File: config.mk
export PLATFORM = sky130hd
export DESIGN_NAME = csr_unit
export DESIGN_NICKNAME = d
export VERILOG_FILES = /design/src/hw/core_pkg.sv /design/src/hw/csr_unit.sv
export SDC_FILE = /design/constraint.sdc
export NUM_CORES = 1
export LEC_CHECK = 0
export ABC_AREA = 0
export BUFFER_PORTS_ARGS = -buffer_cell sky130_fd_sc_hd__clkbuf_2
export CAP_MARGIN = 20
export CORE_MARGIN = 2
export CORE_UTILIZATION = 40
export CTS_CLUSTER_DIAMETER = 150
export DETAILED_ROUTE_END_ITERATION = 10
export GPL_TIMING_DRIVEN = 0
export PLACE_DENSITY_LB_ADDON = 0.12
export SETUP_SLACK_MARGIN = 0.3
export SYNTH_ARGS = -nofsm -noshare
export SYNTH_HDL_FRONTEND = slang
export SYNTH_SLANG_ARGS = --single-unit
File: constraint.sdc
create_clock -name clock -period 0.9 [get_ports clock]
set_input_delay 0.045 -clock clock [delete_from_list [all_inputs] [get_ports clock]]
set_output_delay 0.045 -clock clock [all_outputs]
set_load 0.1 [all_outputs]
File: src/hw/core_pkg.sv
`default_nettype none

package core_pkg;

  localparam int xlen = 32;
  localparam logic [xlen-1:0] reset_pc = '0;

  // packet slots in the decode queue.
  localparam int fetch_credits = 4;
  localparam int credit_width = $clog2(fetch_credits + 1);

  // one btac set per 8-byte fetch block.
  localparam int btac_entries = 16;
  localparam int btac_index_bits = $clog2(btac_entries);
  localparam int btac_tag_bits = xlen - 3 - btac_index_bits;

  localparam logic csr_sel_tvec = 1'b0;
  localparam logic csr_sel_epc = 1'b1;

  typedef struct packed {
    logic            valid;
    logic [xlen-1:0] pc;
    logic            taken;
    logic [xlen-1:0] target;
    logic            mispredict;
    logic [xlen-1:0] redirect_addr;
  } exec_resolve_type;

  typedef struct packed {
    logic            taken;
    logic [xlen-1:0] target;
  } btac_out_type;

  typedef struct packed {
    logic            valid;
    logic            sel;
    logic [xlen-1:0] data;
  } csr_cfg_type;

  typedef struct packed {
    logic            trap;
    logic            mret;
    logic [xlen-1:0] target;
  } redirect_type;

  typedef struct packed {
    logic            valid;
    logic [xlen-1:0] pc;
    logic [31:0]     instr0;
    logic [31:0]     instr1;
  } fetch_packet_type;

endpackage

`default_nettype wire

File: src/hw/csr_unit.sv
`timescale 1ns/1ns
`default_nettype none

module csr_unit import core_pkg::*; (
  input  logic            clock,
  input  logic            reset,
  input  csr_cfg_type     csr_cfg,
  input  logic            trap_req,
  input  logic            mret_req,
  input  logic [xlen-1:0] trap_pc,
  output redirect_type    redirect
);

  logic [xlen-1:0] trap_vector;
  logic [xlen-1:0] exception_pc;

  always_ff @(posedge clock) begin
    if (!reset) begin
      trap_vector <= '0;
      exception_pc <= '0;
    end else begin
      if (csr_cfg.valid) begin
        case (csr_cfg.sel)
          csr_sel_tvec: trap_vector <= csr_cfg.data;
          csr_sel_epc: exception_pc <= csr_cfg.data;
          default: ;
        endcase
      end
      // a trap overrides a config write of the same register.
      if (trap_req) begin
        exception_pc <= trap_pc;
      end
    end
  end

  always_comb begin
    redirect.trap = trap_req;
    redirect.mret = mret_req & ~trap_req;
    redirect.target = trap_req ? trap_vector : exception_pc;
  end

  trap_mret_excl: assert property (@(posedge clock) disable iff (!reset)
    !(trap_req && mret_req));

endmodule

`default_nettype wire

==> impl_metrics.env <==
export IMPL_ys_ff_latch=64
export IMPL_fmax_mhz=837.3
export IMPL_area_growth_pct=69.67
export IMPL_clkSinkCount=64
export IMPL_placed_cell_area_um2=3781
export IMPL_synth_top_family_by_area="compound AO/OA/AOI/OAI gates"
export IMPL_synthAdderAreaFrac=0
export IMPL_drc=0
export IMPL_cp_required_ns=0.85
export IMPL_synth_top_area_cell="dfxtp_1"
export IMPL_finClkSkew_ns=0
export IMPL_leakagePower_nw=2.224
export IMPL_cts_tree="done"
export IMPL_synth_simple_gate_area_share=0.1719
export IMPL_finalCriticalPeriod_ns=1.194
export IMPL_hold_depth=3
export IMPL_synthCells=358
export IMPL_crit_arrival_ns=1.15
export IMPL_grt_pass1_vias=3175
export IMPL_core_um2=7214
export IMPL_grt_setup_unrepaired="true"
export IMPL_post_route_cell_area_um2=5025
export IMPL_reg2reg_depth=4
export IMPL_clockBufferDepth=2
export IMPL_fin_ws_ns=-0.2943
export IMPL_tightest_slew_ns=0.4183
export IMPL_hp_start="csr_cfg[27]"
export IMPL_antenna_cells=0
export IMPL_drive_gt1_frac=0.5580
export IMPL_slew_headroom=0.7211
export IMPL_multi_input_area_um2=1683
export IMPL_antenna_found_initial=0
export IMPL_cts_root_buf="clkbuf_8"
export IMPL_final_seq_area_um2=1360
export IMPL_setup_violations=32
export IMPL_viasPerCell=5.102
export IMPL_fin_hold_ws_ns=-0.06067
export IMPL_r2r_slack_ns=0.12
export IMPL_cpMaxStageDelayCell="dfxtp_2"
export IMPL_synth_area_um2=2962
export IMPL_grt_pass1_wl_um=14910
export IMPL_synth_edf_count=0
export IMPL_finalMaxSlewViolations=0
export IMPL_synth_compound_area_frac=0.2028
export IMPL_numCtsBuffers=9
export IMPL_die_width_um=90.05
export IMPL_die_h_um=90.05
export IMPL_nets=556
export IMPL_crit_chain="mux2_4 > clkbuf_16"
export IMPL_ios=104
export IMPL_maxCapViolCount=0
export IMPL_end_kind="primary output"
export IMPL_vias=3010
export IMPL_ctsHoldBuffers=28
export IMPL_grt_max_degree=11
export IMPL_wl_met1_um=3986
export IMPL_fillers=569
export IMPL_vdd_ir_drop_worst_mv=0.7981
export IMPL_muxShareOfSynthArea=0.1217
export IMPL_grt_overflow=0
export IMPL_p_per_area_nw_per_um2=1630
export IMPL_gp_congestion=0.7451
export IMPL_hold_viol_final=54
export IMPL_drt_pass1_iter_count=4
export IMPL_drt_iter0_drc=86
export IMPL_violations="hold timing, setup timing"
export IMPL_clkTransAtPathRegs_ns=0.07
export IMPL_io_buffer_count=101
export IMPL_synth_top_area_share=0.4326
export IMPL_synthXorXnorAreaFrac=0
export IMPL_syn_num_nets=428
export IMPL_antenna_left=0
export IMPL_dp_slack_ns=-0.1672
export IMPL_finalWirelength_um=9241
export IMPL_cp_start_kind="flip-flop"
export IMPL_wl_met3_um=439
export IMPL_hp_class="in2reg"
export IMPL_synthArstFlopShare=0
export IMPL_synth_cell_types=16
export IMPL_wire_per_inst_um=15.66
export IMPL_yosysSeqAreaShare=0.4326
export IMPL_reg2reg_from="exception_pc[13]"
export IMPL_h_tree_depth=3
export IMPL_wl_met2_um=4639
export IMPL_cp_max_fo=2
export IMPL_yosys_warnings=0
export IMPL_clkLatencyLatePin_ns=0.33
export IMPL_synth_area_leaders="dfxtp_1 (43%), nand2_1 (16%), mux2_2 (12%)"
export IMPL_dr_max_layer_used="met4"
export IMPL_min_period_over_period=1.327
export IMPL_status="complete, but fails checks"
export IMPL_synth_avg_cell_area_um2=8.273
export IMPL_hpwlAfterDp_um=5578
export IMPL_fp_dieArea_um2=8108
export IMPL_critical_path_max_stage_delay_ns=0.33
export IMPL_num_rows=31
export IMPL_initial_core_util=0.4105
export IMPL_synthFlopType="dfxtp_1"
export IMPL_r2r_end="exception_pc[13]"
export IMPL_path_class="reg2out"
export IMPL_grt_usage=0.2296
export IMPL_hold_end="trap_vector[27]"
-- state kept, by name (all words and copies together), names as in the netlist --
name          cells
exception_pc     32
trap_vector      32
-- cell type report --
cell class / count / area share
multi-input combinational: 261 / 0.3349
sequential: 64 / 0.2707
tap: 99 / 0.02465
inverter: 1 / 0.001245
timing repair buffer: 117 / 0.2704
clock inverter: 3 / 0.007968
clock buffer: 13 / 0.03162
buffer: 32 / 0.05852
-- critical path: cells and delay by family (launching register included) --
kind / cells / cell delay [ns]
buffers and inverters: 1 / 0.20
multiplexers: 1 / 0.28
flip-flops: 1 / 0.33
-- power by group --
part | internal, mW | switching (mW)
registers | 3.04 | 0.0941
logic | 1.09 | 1.44
clock network | 1.42 | 1.10
-- how the worst max path moves through the flow --
stage,start,endpoint,slack [ns],cells past startpoint
CTS,exception_pc[22],redirect[22],-0.31,2
finish,exception_pc[20],redirect[20],-0.29,2
floorplan,trap_req,redirect[32],0.05,3
global route,exception_pc[13],redirect[13],-0.32,2
detailed placement,trap_req,redirect[21],-0.17,4
global placement,trap_req,redirect[21],-0.17,4
-- cells in the final DEF, fill, tap and decap left out --
cell	count
inv_4	1
mux2_4	32
clkbuf_16	33
clkbuf_1	5
buf_6	12
nor2b_1	1
and2_4	1
buf_2	8
nor2b_4	1
buf_8	3
nand2_2	14
dlymetal6s4s_1	5
bufinv_16	1
nand2b_2	1
buf_16	1
nand2_1	113
clkinv_2	2
a31oi_4	1
o21ai_0	25
o21ai_1	7
dfxtp_2	63
dfxtp_1	1
clkbuf_8	13
a21boi_1	28
nand2_4	2
a21boi_2	4
dlygate4sd3_1	1
clkbuf_2	66
a31oi_1	31
buf_12	2
buf_4	8
clkbuf_4	5
-- kinds of logic after synthesis --
| kind of cell | count (synthesis) |
|---|---|
| buffers and inverters | 33 |
| multiplexers | 32 |
| flip-flops | 64 |
| AO/OA/AOI/OAI | 96 |
| AND/OR/NAND/NOR | 133 |
-- metrics by stage --
step	power (mW)	std cells	hold slack (ns)	utilization	setup TNS, ns
after detailed placement	5.060	558	0.2966	0.5241	-5.820
after CTS	8.193	606	-0.06362	0.6974	-9.431
after floorplan	4.644	358	0.1866	-	0
after global placement	5.038	558	0.2940	0.5241	-4.679
after global routing	8.491	590	-0.06037	0.6965	-9.870
final	8.190	590	-0.06067	0.6965	-9.019
-- cell usage after synthesis, types with 6 or more instances --
cell type / count
buf_4: 6
mux2_2: 32
a21boi_1: 30
o21ai_0: 32
buf_2: 11
nand2_1: 129
clkbuf_1: 7
buf_6: 6
a31oi_1: 32
dfxtp_1: 64
-- metal layers --
layer / up-vias / global-route usage
met5: - / 0
met4: 0 / 0.1115
met3: 14 / 0.04862
met2: 87 / 0.3922
met1: 1442 / 0.2737
li1: 1467 / -
-- repair_timing --
item                                   4_1_cts  5_1_grt
pin swaps                                   19       48
resized for setup                          137       82
cloned                                       1        0
setup buffers                                3        6
setup endpoints to repair                   66       97
endpoints found under the hold margin       64       47
(Power assumes the default switching activity.)
