<file path="src/hw/core_pkg.sv">
`default_nettype none

package core_pkg;

  localparam int xlen = 32;
  localparam logic [xlen-1:0] reset_pc = '0;

  // packet slots in the decode queue.
  localparam int fetch_credits = 4;
  localparam int credit_width = $clog2(fetch_credits + 1);

  // one btac set per 8-byte fetch block.
  localparam int btac_entries = 16;
  localparam int btac_index_bits = $clog2(btac_entries);
  localparam int btac_tag_bits = xlen - 3 - btac_index_bits;

  localparam logic csr_sel_tvec = 1'b0;
  localparam logic csr_sel_epc = 1'b1;

  typedef struct packed {
    logic            valid;
    logic [xlen-1:0] pc;
    logic            taken;
    logic [xlen-1:0] target;
    logic            mispredict;
    logic [xlen-1:0] redirect_addr;
  } exec_resolve_type;

  typedef struct packed {
    logic            taken;
    logic [xlen-1:0] target;
  } btac_out_type;

  typedef struct packed {
    logic            valid;
    logic            sel;
    logic [xlen-1:0] data;
  } csr_cfg_type;

  typedef struct packed {
    logic            trap;
    logic            mret;
    logic [xlen-1:0] target;
  } redirect_type;

  typedef struct packed {
    logic            valid;
    logic [xlen-1:0] pc;
    logic [31:0]     instr0;
    logic [31:0]     instr1;
  } fetch_packet_type;

endpackage

`default_nettype wire

</file>
<file path="src/hw/mem_pkg.sv">
`default_nettype none

package mem_pkg;

  localparam int itim_depth_words = 256;
  localparam int itim_index_bits = $clog2(itim_depth_words);
  localparam int itim_addr_width = 32;
  localparam int itim_data_width = 64;

  typedef struct packed {
    logic                       valid;
    logic [itim_addr_width-1:0] addr;
  } itim_req_type;

  typedef struct packed {
    logic                       ready;
    logic [itim_data_width-1:0] rdata;
  } itim_rsp_type;

  // program load writes whole 64-bit words.
  typedef struct packed {
    logic                       valid;
    logic [itim_index_bits-1:0] index;
    logic [itim_data_width-1:0] data;
  } itim_load_type;

endpackage

`default_nettype wire

</file>
<file path="src/hw/fetch_stage.sv">
`timescale 1ns/1ns
`default_nettype none

module fetch_stage import core_pkg::*, mem_pkg::*; (
  input  logic             clock,
  input  logic             reset,
  input  itim_rsp_type     itim_rsp,
  output itim_req_type     itim_req,
  input  btac_out_type     btac_out,
  output logic [xlen-1:0]  lookup_pc,
  input  redirect_type     redirect,
  input  exec_resolve_type resolve,
  input  logic             credit_return,
  output fetch_packet_type packet
);

  typedef enum logic [1:0] {
    idle,
    busy,
    ctrl
  } fetch_state_type;

  fetch_state_type state, state_next;

  logic [xlen-1:0]            fetch_pc, fetch_pc_next;
  logic [xlen-1:0]            req_pc;
  logic [credit_width-1:0]    credits;
  logic                       hold_valid;
  logic [itim_data_width-1:0] hold_data;

  logic                       flush;
  logic                       rsp_live;
  logic                       src_valid;
  logic [itim_data_width-1:0] src_data;
  logic                       stall;
  logic                       emit;
  logic                       issue;

  // ~~~~~~~~~~~~~~~~~~~~~~~~~~~~~~~~~~~~~~~~~~~~~~~~~~~~~~~~~~~~~~~~~~~~
  // response path and credit check.
  // ~~~~~~~~~~~~~~~~~~~~~~~~~~~~~~~~~~~~~~~~~~~~~~~~~~~~~~~~~~~~~~~~~~~~
  always_comb begin
    flush = redirect.trap | redirect.mret | (resolve.valid & resolve.mispredict);
    // responses seen in ctrl belong to the old path.
    rsp_live = itim_rsp.ready & (state == busy);
    src_valid = hold_valid | rsp_live;
    src_data = hold_valid ? hold_data : itim_rsp.rdata;
    stall = src_valid & (credits == '0);
    emit = src_valid & ~stall & ~flush;
    issue = (state != idle) & ~stall;
  end

  // ~~~~~~~~~~~~~~~~~~~~~~~~~~~~~~~~~~~~~~~~~~~~~~~~~~~~~~~~~~~~~~~~~~~~
  // next pc and state.
  // ~~~~~~~~~~~~~~~~~~~~~~~~~~~~~~~~~~~~~~~~~~~~~~~~~~~~~~~~~~~~~~~~~~~~
  always_comb begin
    fetch_pc_next = fetch_pc;
    if (redirect.trap || redirect.mret) begin
      fetch_pc_next = {redirect.target[xlen-1:3], 3'b000};
    end else if (resolve.valid && resolve.mispredict) begin
      fetch_pc_next = {resolve.redirect_addr[xlen-1:3], 3'b000};
    end else if (issue && btac_out.taken) begin
      fetch_pc_next = {btac_out.target[xlen-1:3], 3'b000};
    end else if (issue) begin
      fetch_pc_next = fetch_pc + xlen'(8);
    end

    case (state)
      idle: state_next = busy;
      busy: state_next = busy;
      ctrl: state_next = busy;
      default: state_next = idle;
    endcase
    if (flush) begin
      state_next = ctrl;
    end
  end

  always_ff @(posedge clock) begin
    if (!reset) begin
      state <= idle;
      fetch_pc <= reset_pc;
      credits <= credit_width'(fetch_credits);
      hold_valid <= 1'b0;
    end else begin
      state <= state_next;
      fetch_pc <= fetch_pc_next;
      credits <= credits + credit_width'(credit_return) - credit_width'(emit);
      hold_valid <= stall & ~flush;
    end
  end

  // req_pc stays put while a response is held, since no request issues then.
  always_ff @(posedge clock) begin
    if (issue) begin
      req_pc <= fetch_pc;
    end
    if (!hold_valid) begin
      hold_data <= itim_rsp.rdata;
    end
  end

  always_comb begin
    itim_req.valid = issue;
    itim_req.addr = fetch_pc;
    lookup_pc = fetch_pc;
    packet.valid = emit;
    packet.pc = req_pc;
    packet.instr0 = src_data[31:0];
    packet.instr1 = src_data[63:32];
  end

  credit_bound: assert property (@(posedge clock) disable iff (!reset)
    credits <= credit_width'(fetch_credits));

  // decode must have room for every packet presented.
  credit_spent: assert property (@(posedge clock) disable iff (!reset)
    packet.valid |-> credits != '0);

endmodule

`default_nettype wire

</file>
<file path="config.mk">
export PLATFORM = sky130hd
export DESIGN_NAME = fetch_stage
export DESIGN_NICKNAME = d
export VERILOG_FILES = /design/src/hw/core_pkg.sv /design/src/hw/mem_pkg.sv /design/src/hw/fetch_stage.sv
export SDC_FILE = /design/constraint.sdc
export NUM_CORES = 1
export LEC_CHECK = 0
export BUFFER_PORTS_ARGS = -buffer_cell sky130_fd_sc_hd__buf_4
export CAP_MARGIN = 20
export CORE_AREA = 4 4 153 155
export CTS_BUF_LIST = sky130_fd_sc_hd__clkbuf_2 sky130_fd_sc_hd__clkbuf_4 sky130_fd_sc_hd__clkbuf_8
export CTS_CLUSTER_SIZE = 10
export DETAILED_ROUTE_END_ITERATION = 10
export DIE_AREA = 0 0 157 159
export REMOVE_ABC_BUFFERS = 1
export SKIP_CTS_REPAIR_TIMING = 1
export SYNTH_ARGS = -nofsm -noshare
export SYNTH_HDL_FRONTEND = slang
export SYNTH_SLANG_ARGS = --single-unit
</file>
<file path="constraint.sdc">
create_clock -name clock -period 4.18 [get_ports clock]
set_input_delay 0.209 -clock clock [delete_from_list [all_inputs] [get_ports clock]]
set_output_delay 0.209 -clock clock [all_outputs]
set_load 0.01 [all_outputs]
</file>
==> results.toml <==
[run_status]
status = "completed"

[timing]
rsz0062_at_grt = "false"
drv_slew = 0
period_minus_slack_ps = 2690
hold_violations = 0
finalClockSkew_ps = 14.3
post-route-period-util = 0.644
worstMarginPinSlew_ps = 1020
final.setup.tns_ps = 0
finalSetupViolCount = 0
max_freq_mhz = 371
slew_headroom = 0.318

[cells_and_area]
seq_area_sq_um = 2850
drive_gt1_frac = 0.478
fin_util = 0.429
num_antenna_cells = 0
fillCellCount = 2086
multi_input_area_sq_um = 2700
final_common_cell = "buf_4"
layout.cells.most_common_list = "buf_4, dfxtp_1, mux2_2, dlygate4sd3_1, nand2_1"
synthToLayoutAreaGrowth_pct = 56.8
layout.nets = 1143

[global_route]
grt_pass1_wl_mm = 31.8
grt_max_degree = 65
grt_pass1_vias = 5493
track_usage = 0.165
gr-total-overflow = 0
grt_antenna_before_repair = 1

[cts]
clockBufferDepth = 2
cts_made_buffers = 17
cts-root-buf = "clkbuf_8"
clk_pin_slew_ps = 90
clock_latency_ps = 450
htree_levels = 4
cts_sinks = 128
cts_tree = "built"

[logic_synthesis]
yosysSeqAreaShare = 0.478
ys.flop_type = "dfxtp_1"
synth_seq_cells = 128
async_reset_ff_frac = 0
synth-warning-count = 0
synthesis.area_sq_um = 5970
synth_area_per_cell_sq_um = 10.6
syn_inst = 564
synth_enable_flop_cells = 29
synth_top_cell_by_area = "dfxtp_1"
synth.top_cell.area_share = 0.332
ys_types = 60
netlist_top_cells_area = "dfxtp_1, edfxtp_1, mux2_2"

[place]
dpl.hpwl_mm = 15.8
gp_congestion = 0.767
port_buffers = 312

[floorplanning]
core_area_sq_um = 21800
dieArea_sq_um = 25000
start_util = 0.273
rows = 54
io_pins = 396
die_x_um = 157
die_h_um = 159

[setup_path]
crit_type = "register to primary output"
end_kind = "primary output"
crit_fanout = 33
crit_required_ps = 3970
arrival_ps = 2480
startpoint_type = "register"

[detailed_routing]
ant_nets = 0
num_vias = 5679
drt_first_pass_iters = 4
via_per_inst = 4.74
drc = 0
wl_mm = 22.6
drt_iter0_drc = 277
wire_per_inst_um = 18.8

[worst_hold_path]
min_path_type = "input pin to register"

[job]
maxCapViolations = 0

[power]
ir_drop_v = 0.000194
power_density_nw_per_um2 = 347
p_leak_nw = 4.05
==> where the power goes <==
part | switching (W) | internal, W
sequential | 0.0000880 | 0.00138
combinational | 0.000314 | 0.000379
clock | 0.000630 | 0.000452
==> state kept, by name, summed over array words and instances (netlist names) <==
| signal | count |
|---|---|
| credits | 3 |
| hold_data | 64 |
| hold_valid | 1 |
| lookup_pc | 29 |
| req_pc | 29 |
| state | 2 |
==> metrics by stage <==
| step | power, W | setup slack (ps) | hold slack [ps] | instance area, sq um | instances |
|---|---|---|---|---|---|
| final | 0.00324 | 1490 | 42.0 | 9360 | 1198 |
| after global routing | 0.00341 | 1320 | 4.16 | 9360 | 1198 |
| after CTS | 0.00324 | 1390 | -42.1 | 8720 | 1134 |
| after detailed placement | 0.00215 | 1570 | 458 | 8330 | 1102 |
| after global placement | 0.00214 | 1590 | 454 | 8330 | 1102 |
| after floorplan | 0.00174 | 428 | 271 | 5570 | 502 |
==> Yosys cell counts (3+ instances only) <==
cell type and number:
o31ai_1 4, buf_2 7, nand2_1 35, and3_1 6, o2bb2ai_1 3, a221oi_1 12
xor2_1 10, inv_1 8, o221a_2 3, a21oi_1 18, a221o_1 7, clkbuf_1 21
nand4_1 9, edfxtp_1 29, mux2_2 65, and2_1 3, buf_4 42, and4_1 6
dfxtp_1 99, nor3_2 3, xnor2_1 12, ha_1 3, nand3_1 16, o21a_1 4
a31oi_1 7, nor2_1 33, or3_1 3, nor3_1 13, o211ai_1 13, o21ai_0 21
a211oi_1 8
==> cells by family (layout without fill, tap and decap cells) <==
family                   after synthesis  count (layout)  share of synthesized area
AND/OR/NAND/NOR                      140             140                      0.123
adder cells (fa/ha/maj)                4               4                    0.00964
flip-flops                           128             128                      0.478
other                                  1               9                   0.000628
buffers and inverters                 78             424                     0.0769
AO/OA/AOI/OAI                        125             125                      0.155
multiplexers                          66              66                      0.124
XOR/XNOR                              22              22                     0.0323
==> cell type report <==
type	instances	share of cell area
clock buffers	17	0.0250
clock inverters	15	0.0163
inverters	8	0.00321
multi-input cells	366	0.288
flip-flops and latches	128	0.305
well taps	280	0.0374
repair buffers	384	0.325
==> per-layer routing <==
layer / wire, um / share of wire / vias up / track usage
li1: - / - / 2737 / -
met1: 9250 / 0.41 / 2655 / 0.199
met2: 10900 / 0.48 / 265 / 0.277
met3: 2080 / 0.092 / 20 / 0.0584
met4: 286 / 0.013 / 2 / 0.0426
met5: 13 / 0.00058 / - / 0
==> worst max-delay path: stages (launching register included) <==
cell and delay (ps):
dfxtp_1 360, or3_1 400, o21ai_2 200, nand2_2 670
buf_4 390
==> path summary, 6_finish.rpt <==
path	startpoint	endpoint	cells past startpoint	slack, ps
setup / recovery	credits[1]	itim_req[32]	4	1490
hold / removal	itim_rsp[5]	hold_data[5]	2	40
setup reg to reg	credits[1]	lookup_pc[23]	7	1730
hold reg to reg	hold_data[57]	hold_data[57]	1	480
(Power assumes the default switching activity.)
