[src/hw/core_pkg.sv]
`default_nettype none

package core_pkg;

  localparam int xlen = 32;
  localparam logic [xlen-1:0] reset_pc = '0;

  // packet slots in the decode queue.
  localparam int fetch_credits = 4;
  localparam int credit_width = $clog2(fetch_credits + 1);

  // one btac set per 8-byte fetch block.
  localparam int btac_entries = 16;
  localparam int btac_index_bits = $clog2(btac_entries);
  localparam int btac_tag_bits = xlen - 3 - btac_index_bits;

  localparam logic csr_sel_tvec = 1'b0;
  localparam logic csr_sel_epc = 1'b1;

  typedef struct packed {
    logic            valid;
    logic [xlen-1:0] pc;
    logic            taken;
    logic [xlen-1:0] target;
    logic            mispredict;
    logic [xlen-1:0] redirect_addr;
  } exec_resolve_type;

  typedef struct packed {
    logic            taken;
    logic [xlen-1:0] target;
  } btac_out_type;

  typedef struct packed {
    logic            valid;
    logic            sel;
    logic [xlen-1:0] data;
  } csr_cfg_type;

  typedef struct packed {
    logic            trap;
    logic            mret;
    logic [xlen-1:0] target;
  } redirect_type;

  typedef struct packed {
    logic            valid;
    logic [xlen-1:0] pc;
    logic [31:0]     instr0;
    logic [31:0]     instr1;
  } fetch_packet_type;

endpackage

`default_nettype wire

[src/hw/btac.sv]
`timescale 1ns/1ns
`default_nettype none

module btac import core_pkg::*; (
  input  logic             clock,
  input  logic             reset,
  input  logic [xlen-1:0]  lookup_pc,
  output btac_out_type     btac_out,
  input  exec_resolve_type resolve
);

  // slot records which word of the block holds the branch.
  typedef struct packed {
    logic [btac_tag_bits-1:0] tag;
    logic                     slot;
    logic [xlen-1:0]          target;
  } btac_entry_type;

  btac_entry_type            entries [btac_entries];
  logic [btac_entries-1:0]   valid_bits;

  logic [btac_index_bits-1:0] lu_index;
  logic [btac_tag_bits-1:0]   lu_tag;
  btac_entry_type             lu_entry;
  logic                       lu_match;
  logic                       hit0;
  logic                       hit1;

  logic [btac_index_bits-1:0] upd_index;
  logic [btac_tag_bits-1:0]   upd_tag;
  logic                       upd_match;

  // ~~~~~~~~~~~~~~~~~~~~~~~~~~~~~~~~~~~~~~~~~~~~~~~~~~~~~~~~~~~~~~~~~~~~
  // lookup for both words of the fetch block.
  // ~~~~~~~~~~~~~~~~~~~~~~~~~~~~~~~~~~~~~~~~~~~~~~~~~~~~~~~~~~~~~~~~~~~~
  always_comb begin
    lu_index = lookup_pc[3 +: btac_index_bits];
    lu_tag = lookup_pc[xlen-1 -: btac_tag_bits];
    lu_entry = entries[lu_index];
    lu_match = valid_bits[lu_index] & (lu_entry.tag == lu_tag);
    // a branch in word 0 is behind us when fetch starts at word 1.
    hit0 = lu_match & ~lu_entry.slot & ~lookup_pc[2];
    hit1 = lu_match & lu_entry.slot;
    btac_out.taken = hit0 | hit1;
    btac_out.target = lu_entry.target;
  end

  always_comb begin
    upd_index = resolve.pc[3 +: btac_index_bits];
    upd_tag = resolve.pc[xlen-1 -: btac_tag_bits];
    upd_match = valid_bits[upd_index] & (entries[upd_index].tag == upd_tag) &
                (entries[upd_index].slot == resolve.pc[2]);
  end

  always_ff @(posedge clock) begin
    if (!reset) begin
      valid_bits <= '0;
    end else if (resolve.valid) begin
      if (resolve.taken) begin
        valid_bits[upd_index] <= 1'b1;
      end else if (upd_match) begin
        valid_bits[upd_index] <= 1'b0;
      end
    end
  end

  always_ff @(posedge clock) begin
    if (resolve.valid && resolve.taken) begin
      entries[upd_index] <= '{tag: upd_tag, slot: resolve.pc[2], target: resolve.target};
    end
  end

  update_aligned: assert property (@(posedge clock) disable iff (!reset)
    resolve.valid |-> resolve.pc[1:0] == 2'b00);

endmodule

`default_nettype wire

[config.mk]
export PLATFORM = sky130hd
export DESIGN_NAME = btac
export DESIGN_NICKNAME = d
export VERILOG_FILES = /design/src/hw/core_pkg.sv /design/src/hw/btac.sv
export SDC_FILE = /design/constraint.sdc
export NUM_CORES = 1
export LEC_CHECK = 0
export ABC_AREA = 1
export BUFFER_PORTS_ARGS = -buffer_cell sky130_fd_sc_hd__buf_2
export CAP_MARGIN = 15
export CORE_MARGIN = 8
export CORE_UTILIZATION = 39
export DETAILED_ROUTE_END_ITERATION = 12
export SYNTH_ARGS = -nofsm -noshare
export SYNTH_HDL_FRONTEND = slang
export SYNTH_SLANG_ARGS = --single-unit
export TNS_END_PERCENT = 5
[constraint.sdc]
create_clock -name clock -period 3 [get_ports clock]
set_input_delay 0.45 -clock clock [delete_from_list [all_inputs] [get_ports clock]]
set_output_delay 0.45 -clock clock [all_outputs]
set_load 0.05 [all_outputs]
==> results.json, run 1 <==
{
  "io_pins": 166,
  "die_y_um": 344,
  "finalClockSkew_ns": 0.0327,
  "start_kind": "register",
  "coreArea_mm2": 0.107,
  "period_share": 1.03,
  "worst_slack_ns": -0.0936,
  "status": "finished with violations",
  "dieArea_mm2": 0.118,
  "area_growth_pct": 18.2,
  "place_ws_ns": -0.191,
  "power_density_mw_per_mm2": 598,
  "synth.ff_latch_count": 944,
  "rsz0062_at_grt": "true",
  "reg_top3": "entries x928",
  "syn_nets": 4125,
  "final_common_cell": "nand2_1",
  "p_leak_nw": 18.0,
  "layout_common_cells": "nand2_1 (1,081), edfxtp_1 (928), nor2_1 (540)",
  "grt_overflow": 0,
  "grt_max_degree": 113,
  "postRouteAntennaNets": 0,
  "dr_total_vias": 31400,
  "gp_congestion": 0.886,
  "clk_pin_slew_worst_paths_ns": 0.06,
  "ir_drop_uv": 534,
  "clkLatencyLatePin_ns": 0.69,
  "hpwl_um": 76900,
  "drt_iter0_drc": 3426,
  "firstDrtPassIters": 6,
  "syn_area_mm2": 0.0419,
  "die_x_um": 344,
  "hold_viol": 0,
  "largest_reg_flops": 928,
  "synth_area_leaders": "edfxtp_1 (67%), nand2_1 (9.7%), o21ai_0 (6.3%), nor2_1 (4.9%), o221ai_1 (2.9%)",
  "clockRootBuffer": "clkbuf_16",
  "critPathRequiredTime_ns": 2.55,
  "violations": "setup timing",
  "max_freq_mhz": 323,
  "crit_path_end_kind": "output pin",
  "critPathMaxFanout": 2,
  "maxSlewHeadroom": 0.413,
  "rows": 120,
  "cts.sinks": 944,
  "vias_per_cell": 5.53,
  "worstSetupPathType": "reg -> out",
  "syn_inst": 3992,
  "fin_nets": 4315,
  "p_total_mw": 29.6,
  "track_usage": 0.213,
  "clock_path_buffers": 3,
  "grt_pass1_vias": 29700,
  "setup_violations": 1,
  "cts_max_level": 3,
  "whs_path_depth": 1,
  "synth_top_area_share": 0.665,
  "reg2regPathDepth": 19,
  "start_util": 0.392,
  "crit_arrival_ns": 2.64,
  "wl_per_cell_um": 22.7,
  "ys_types": 28,
  "tritoncts": "done",
  "synth_top_area_cell": "edfxtp_1",
  "regMostFlops": "entries",
  "drive_gt1_frac": 0.128,
  "ys_warn_count": 0,
  "yosysSeqAreaShare": 0.673,
  "drt_wl_total_um": 129000,
  "hold_path.class": "in -> reg",
  "syn_avg_cell_area_um2": 10.5,
  "fin_crit_ns": 3.09,
  "port_buffers": 128,
  "post-route-drc-count": 0,
  "grt_antenna_before_repair": 18,
  "maxCapViolCount": 0,
  "numCtsBuffers": 99,
  "drv_slew": 0,
  "grt_first_pass_wirelength_um": 190000,
  "tightest_slew_ns": 0.881
}
[metrics by stage]
stage	cell area (um^2)	std cells	utilization	hold WS, ns	setup TNS, ns
final	49500	5674	0.464	0.126	-0.0936
after floorplan	41900	3992	-	0.439	0
after global placement	46100	5483	0.432	0.454	-0.524
after CTS	49500	5667	0.463	0.0852	-0.139
after detailed placement	46100	5483	0.432	0.462	-0.562
after global routing	49500	5669	0.464	0.103	-0.234
[worst paths after layout]
kind / startpoint / endpoint / slack (ns)
min: resolve[37] / entries[2][4]$_DFFE_PP_ / 0.13
min reg2reg: register / register / 0.48
max: entries[5][52]$_DFFE_PP_ / btac_out[32] / -0.09
max reg2reg: entries[3][39]$_DFFE_PP_ / register / 0.70
[critical path: stages (launching register included)]
cell and delay [ns]:
edfxtp_1 0.38, o21ai_0 0.22, o221ai_1 0.14, o211ai_1 0.12, nand2_2 0.13, xnor2_1 0.15, nand2_1 0.08, nor3_2 0.20
buf_4 0.19, nand3_4 0.08, nor2_4 0.13, buf_8 0.16
[Yosys cell counts]
library cell  count
a21oi_1          54
buf_1            21
buf_2            59
buf_4             6
buf_6             1
clkbuf_1        181
clkinv_1          3
dfxtp_1          16
edfxtp_1        928
inv_1           117
inv_2             1
inv_6             1
nand2_1        1084
nand3_1         116
nand4_1           3
nor2_1          545
nor2_2            1
nor2_4            4
nor3_1           12
nor3b_1           2
o211ai_1         73
o21ai_0         524
o21ai_1          25
o221ai_1        140
o22ai_1          64
or2_2             1
xnor2_1           9
xor2_1            1
[power by group]
| group | internal, mW | switching [mW] | total (mW) |
|---|---|---|---|
| clock network | 7.01 | 5.23 | 12.2 |
| logic | 0.819 | 1.86 | 2.68 |
| registers | 14.6 | 0.0463 | 14.7 |
[metal layers]
metal / GRT usage / routed length (um) / share of wire
met1: 0.293 / 54200 / 0.42
met2: 0.336 / 58600 / 0.45
met3: 0.0429 / 11600 / 0.090
met4: 0.0746 / 4340 / 0.034
met5: 0 / 121 / 0.00094
[cell families (layout without fill, tap and decap cells)]
logic type	after synthesis	in the layout	synth area share
compound gates	880	880	0.124
xor+xnor	10	10	0.00209
buf+inv	390	662	0.0375
flops	944	944	0.673
other cells	0	7	0
simple gates	1768	1768	0.163
[layout make-up]
type,instances,area (um^2)
fill,9649,57200
sequential,944,28200
multi-input combinational,2658,12200
timing repair buffer,357,3550
clock buffer,121,2570
tap,1403,1760
clock inverter,62,689
inverter,122,522
antenna,7,17.5
[repair_timing]
item	in CTS	in global routing
setup buffers	2	0
endpoints found under the hold margin	0	0
pin swaps	6	11
hold buffers	0	0
endpoints found under the setup margin	1	1
gates resized for setup	27	16
Power figures use the tool's default switching activity.
==> inputs of run 2 (changes only) <==
--- a/config.mk
+++ b/config.mk
@@ -6,11 +6,11 @@
 export NUM_CORES = 1
 export LEC_CHECK = 0
 export ABC_AREA = 1
-export BUFFER_PORTS_ARGS = -buffer_cell sky130_fd_sc_hd__buf_2
 export CAP_MARGIN = 15
 export CORE_MARGIN = 8
 export CORE_UTILIZATION = 39
 export DETAILED_ROUTE_END_ITERATION = 12
+export DONT_BUFFER_PORTS = 1
 export SYNTH_ARGS = -nofsm -noshare
 export SYNTH_HDL_FRONTEND = slang
 export SYNTH_SLANG_ARGS = --single-unit
==> results.json, run 2 (same netlist as run 1, synthesis figures left out) <==
{
  "critPathMaxFanout": 518,
  "hold_path.class": "in -> reg",
  "maxSlewHeadroom": -0.387,
  "reg2reg_slack_ns": 0.84,
  "grt_first_pass_wirelength_um": 191000,
  "crit_family": "compound AO/OA/AOI/OAI gates",
  "firstDrtPassIters": 6,
  "hold_viol": 0,
  "die_y_um": 344,
  "worst_slack_ns": -0.970,
  "crit_end": "btac_out[32]",
  "drt_iter0_drc": 3448,
  "start_kind": "input port",
  "dpl_cell_area_mm2": 0.0447,
  "critPathRequiredTime_ns": 2.55,
  "regMostFlops": "entries",
  "rows": 120,
  "cts_max_level": 3,
  "crit_cells": 11,
  "power_density_mw_per_mm2": 586,
  "grt_antenna_before_repair": 6,
  "worstSetupPathType": "in -> out",
  "worstSetupStartpoint": "lookup_pc[3]",
  "port_buffers": 0,
  "p_leak_nw": 17.2,
  "grt_pass1_vias": 29600,
  "reg2regPathDepth": 18,
  "hold-worst-slack_ns": 0.275,
  "vias_per_cell": 5.62,
  "crit_buf_inv": 2,
  "crit_top_cell": "nand2_1",
  "drv_slew": 341,
  "tightest_slew_ns": 2.08,
  "layout_common_cells": "nand2_1 (1,082), edfxtp_1 (928), nor2_1 (538)",
  "clk_pin_slew_worst_paths_ns": 0.06,
  "final_util": 0.453,
  "fin_crit_ns": 3.97,
  "start_util": 0.392,
  "numCtsBuffers": 95,
  "coreArea_mm2": 0.107,
  "rsz0062_at_grt": "true",
  "fin_setup_tns_ns": -16.54,
  "status": "finished with violations",
  "setup_violations": 33,
  "max_freq_mhz": 252,
  "final_cell_area_mm2": 0.0483,
  "hpwl_um": 69600,
  "crit_chain": "o21ai_0, o221ai_1, o211ai_1, nand2_1, xnor2_1, nand2_1, buf_4, nor2_2, nand3_4, nor2_4, buf_12",
  "min-delay-start": "reset",
  "maxCapViolCount": 0,
  "period_share": 1.32,
  "area_growth_pct": 15.4,
  "grt_max_degree": 519,
  "reg_top3": "entries x928",
  "grt_overflow": 0,
  "largest_reg_flops": 928,
  "clockRootBuffer": "clkbuf_16",
  "cts.sinks": 944,
  "die_x_um": 344,
  "dieArea_mm2": 0.118,
  "io_pins": 166,
  "post-route-drc-count": 0,
  "final_common_cell": "nand2_1",
  "drt_wl_total_um": 129000,
  "dr_total_vias": 31100,
  "place_ws_ns": -0.306,
  "regArea_mm2": 0.0282,
  "fillers": 9791,
  "track_usage": 0.213,
  "violations": "slew limit, setup timing",
  "clkLatencyLatePin_ns": 0.67,
  "gp_congestion": 0.840,
  "critPathSlowestCell": "o21ai_0",
  "fin_nets": 4187,
  "drive_gt1_frac": 0.0828,
  "multiInputGateArea_mm2": 0.0122,
  "wl_per_cell_um": 23.3,
  "crit_arrival_ns": 3.52,
  "slowest_delay_ns": 0.70,
  "crit_path_end_kind": "output pin",
  "clock_path_buffers": 3,
  "ir_drop_uv": 490,
  "tritoncts": "done",
  "finalClockSkew_ns": 0.0175,
  "postRouteAntennaNets": 0
}
run 2: cell types whose count changed in the layout (fill, tap and decap cells not counted), sizes merged:
cell	delta
diode	-2
dlygate4sd3	+58
buf	-181
clkinv	+2
bufinv	-5
clkbuf	-8
inv	-1
run 2: worst register-to-register path: cells and delay by family, from the launching register on:
family / cells / cell delay, ns
AND/OR/NAND/NOR: 11 / 0.86
buffers and inverters: 4 / 0.51
AO/OA/AOI/OAI: 3 / 0.28
flip-flops: 1 / 0.38
run 2: where the power goes:
part           switching, mW  internal [mW]  total [mW]
Combinational           1.51          0.741        2.25
Sequential            0.0449           14.6        14.7
Clock                   5.06           6.31        11.4
run 2: worst min path at each step:
stage	to	slack, ns	depth (start not counted)
after global placement	register	0.45	2
after global routing	register	0.26	2
final	register	0.28	2
after CTS	register	0.21	2
after detailed placement	register	0.45	2
after floorplan	register	0.44	2
run 2: routing by layer:
layer / vias to the layer above / part of all wire / track usage
met5: - / 0.00024 / 0
met4: 6 / 0.028 / 0.0662
met3: 260 / 0.086 / 0.0396
met2: 1483 / 0.46 / 0.341
met1: 15100 / 0.42 / 0.295
li1: 14300 / - / -
run 2: metrics by stage:
stage / instances / power [mW]
2_1_floorplan: 3992 / 16.4
3_3_place_gp: 5300 / 16.9
3_5_place_dp: 5300 / 16.9
4_1_cts: 5530 / 28.4
5_1_grt: 5534 / 29.2
6_report: 5537 / 28.3
run 2: final cells by class:
cell class / count / area share
diodes: 5 / 0.000259
clock buffers: 114 / 0.0511
clock inverters: 58 / 0.00971
inverters: 122 / 0.0111
multi-input cells: 2658 / 0.252
flip-flops and latches: 944 / 0.583
well taps: 1403 / 0.0363
repair buffers: 233 / 0.0558
run 2: what timing repair did:
| item | CTS | global route |
|---|---|---|
| endpoints found under the hold margin | 928 | 0 |
| endpoints found under the setup margin | 1 | 32 |
| gates resized for setup | 17 | 28 |
| pin swaps | 7 | 16 |
| buffers inserted | 0 | 2 |
| hold buffers | 58 | 0 |
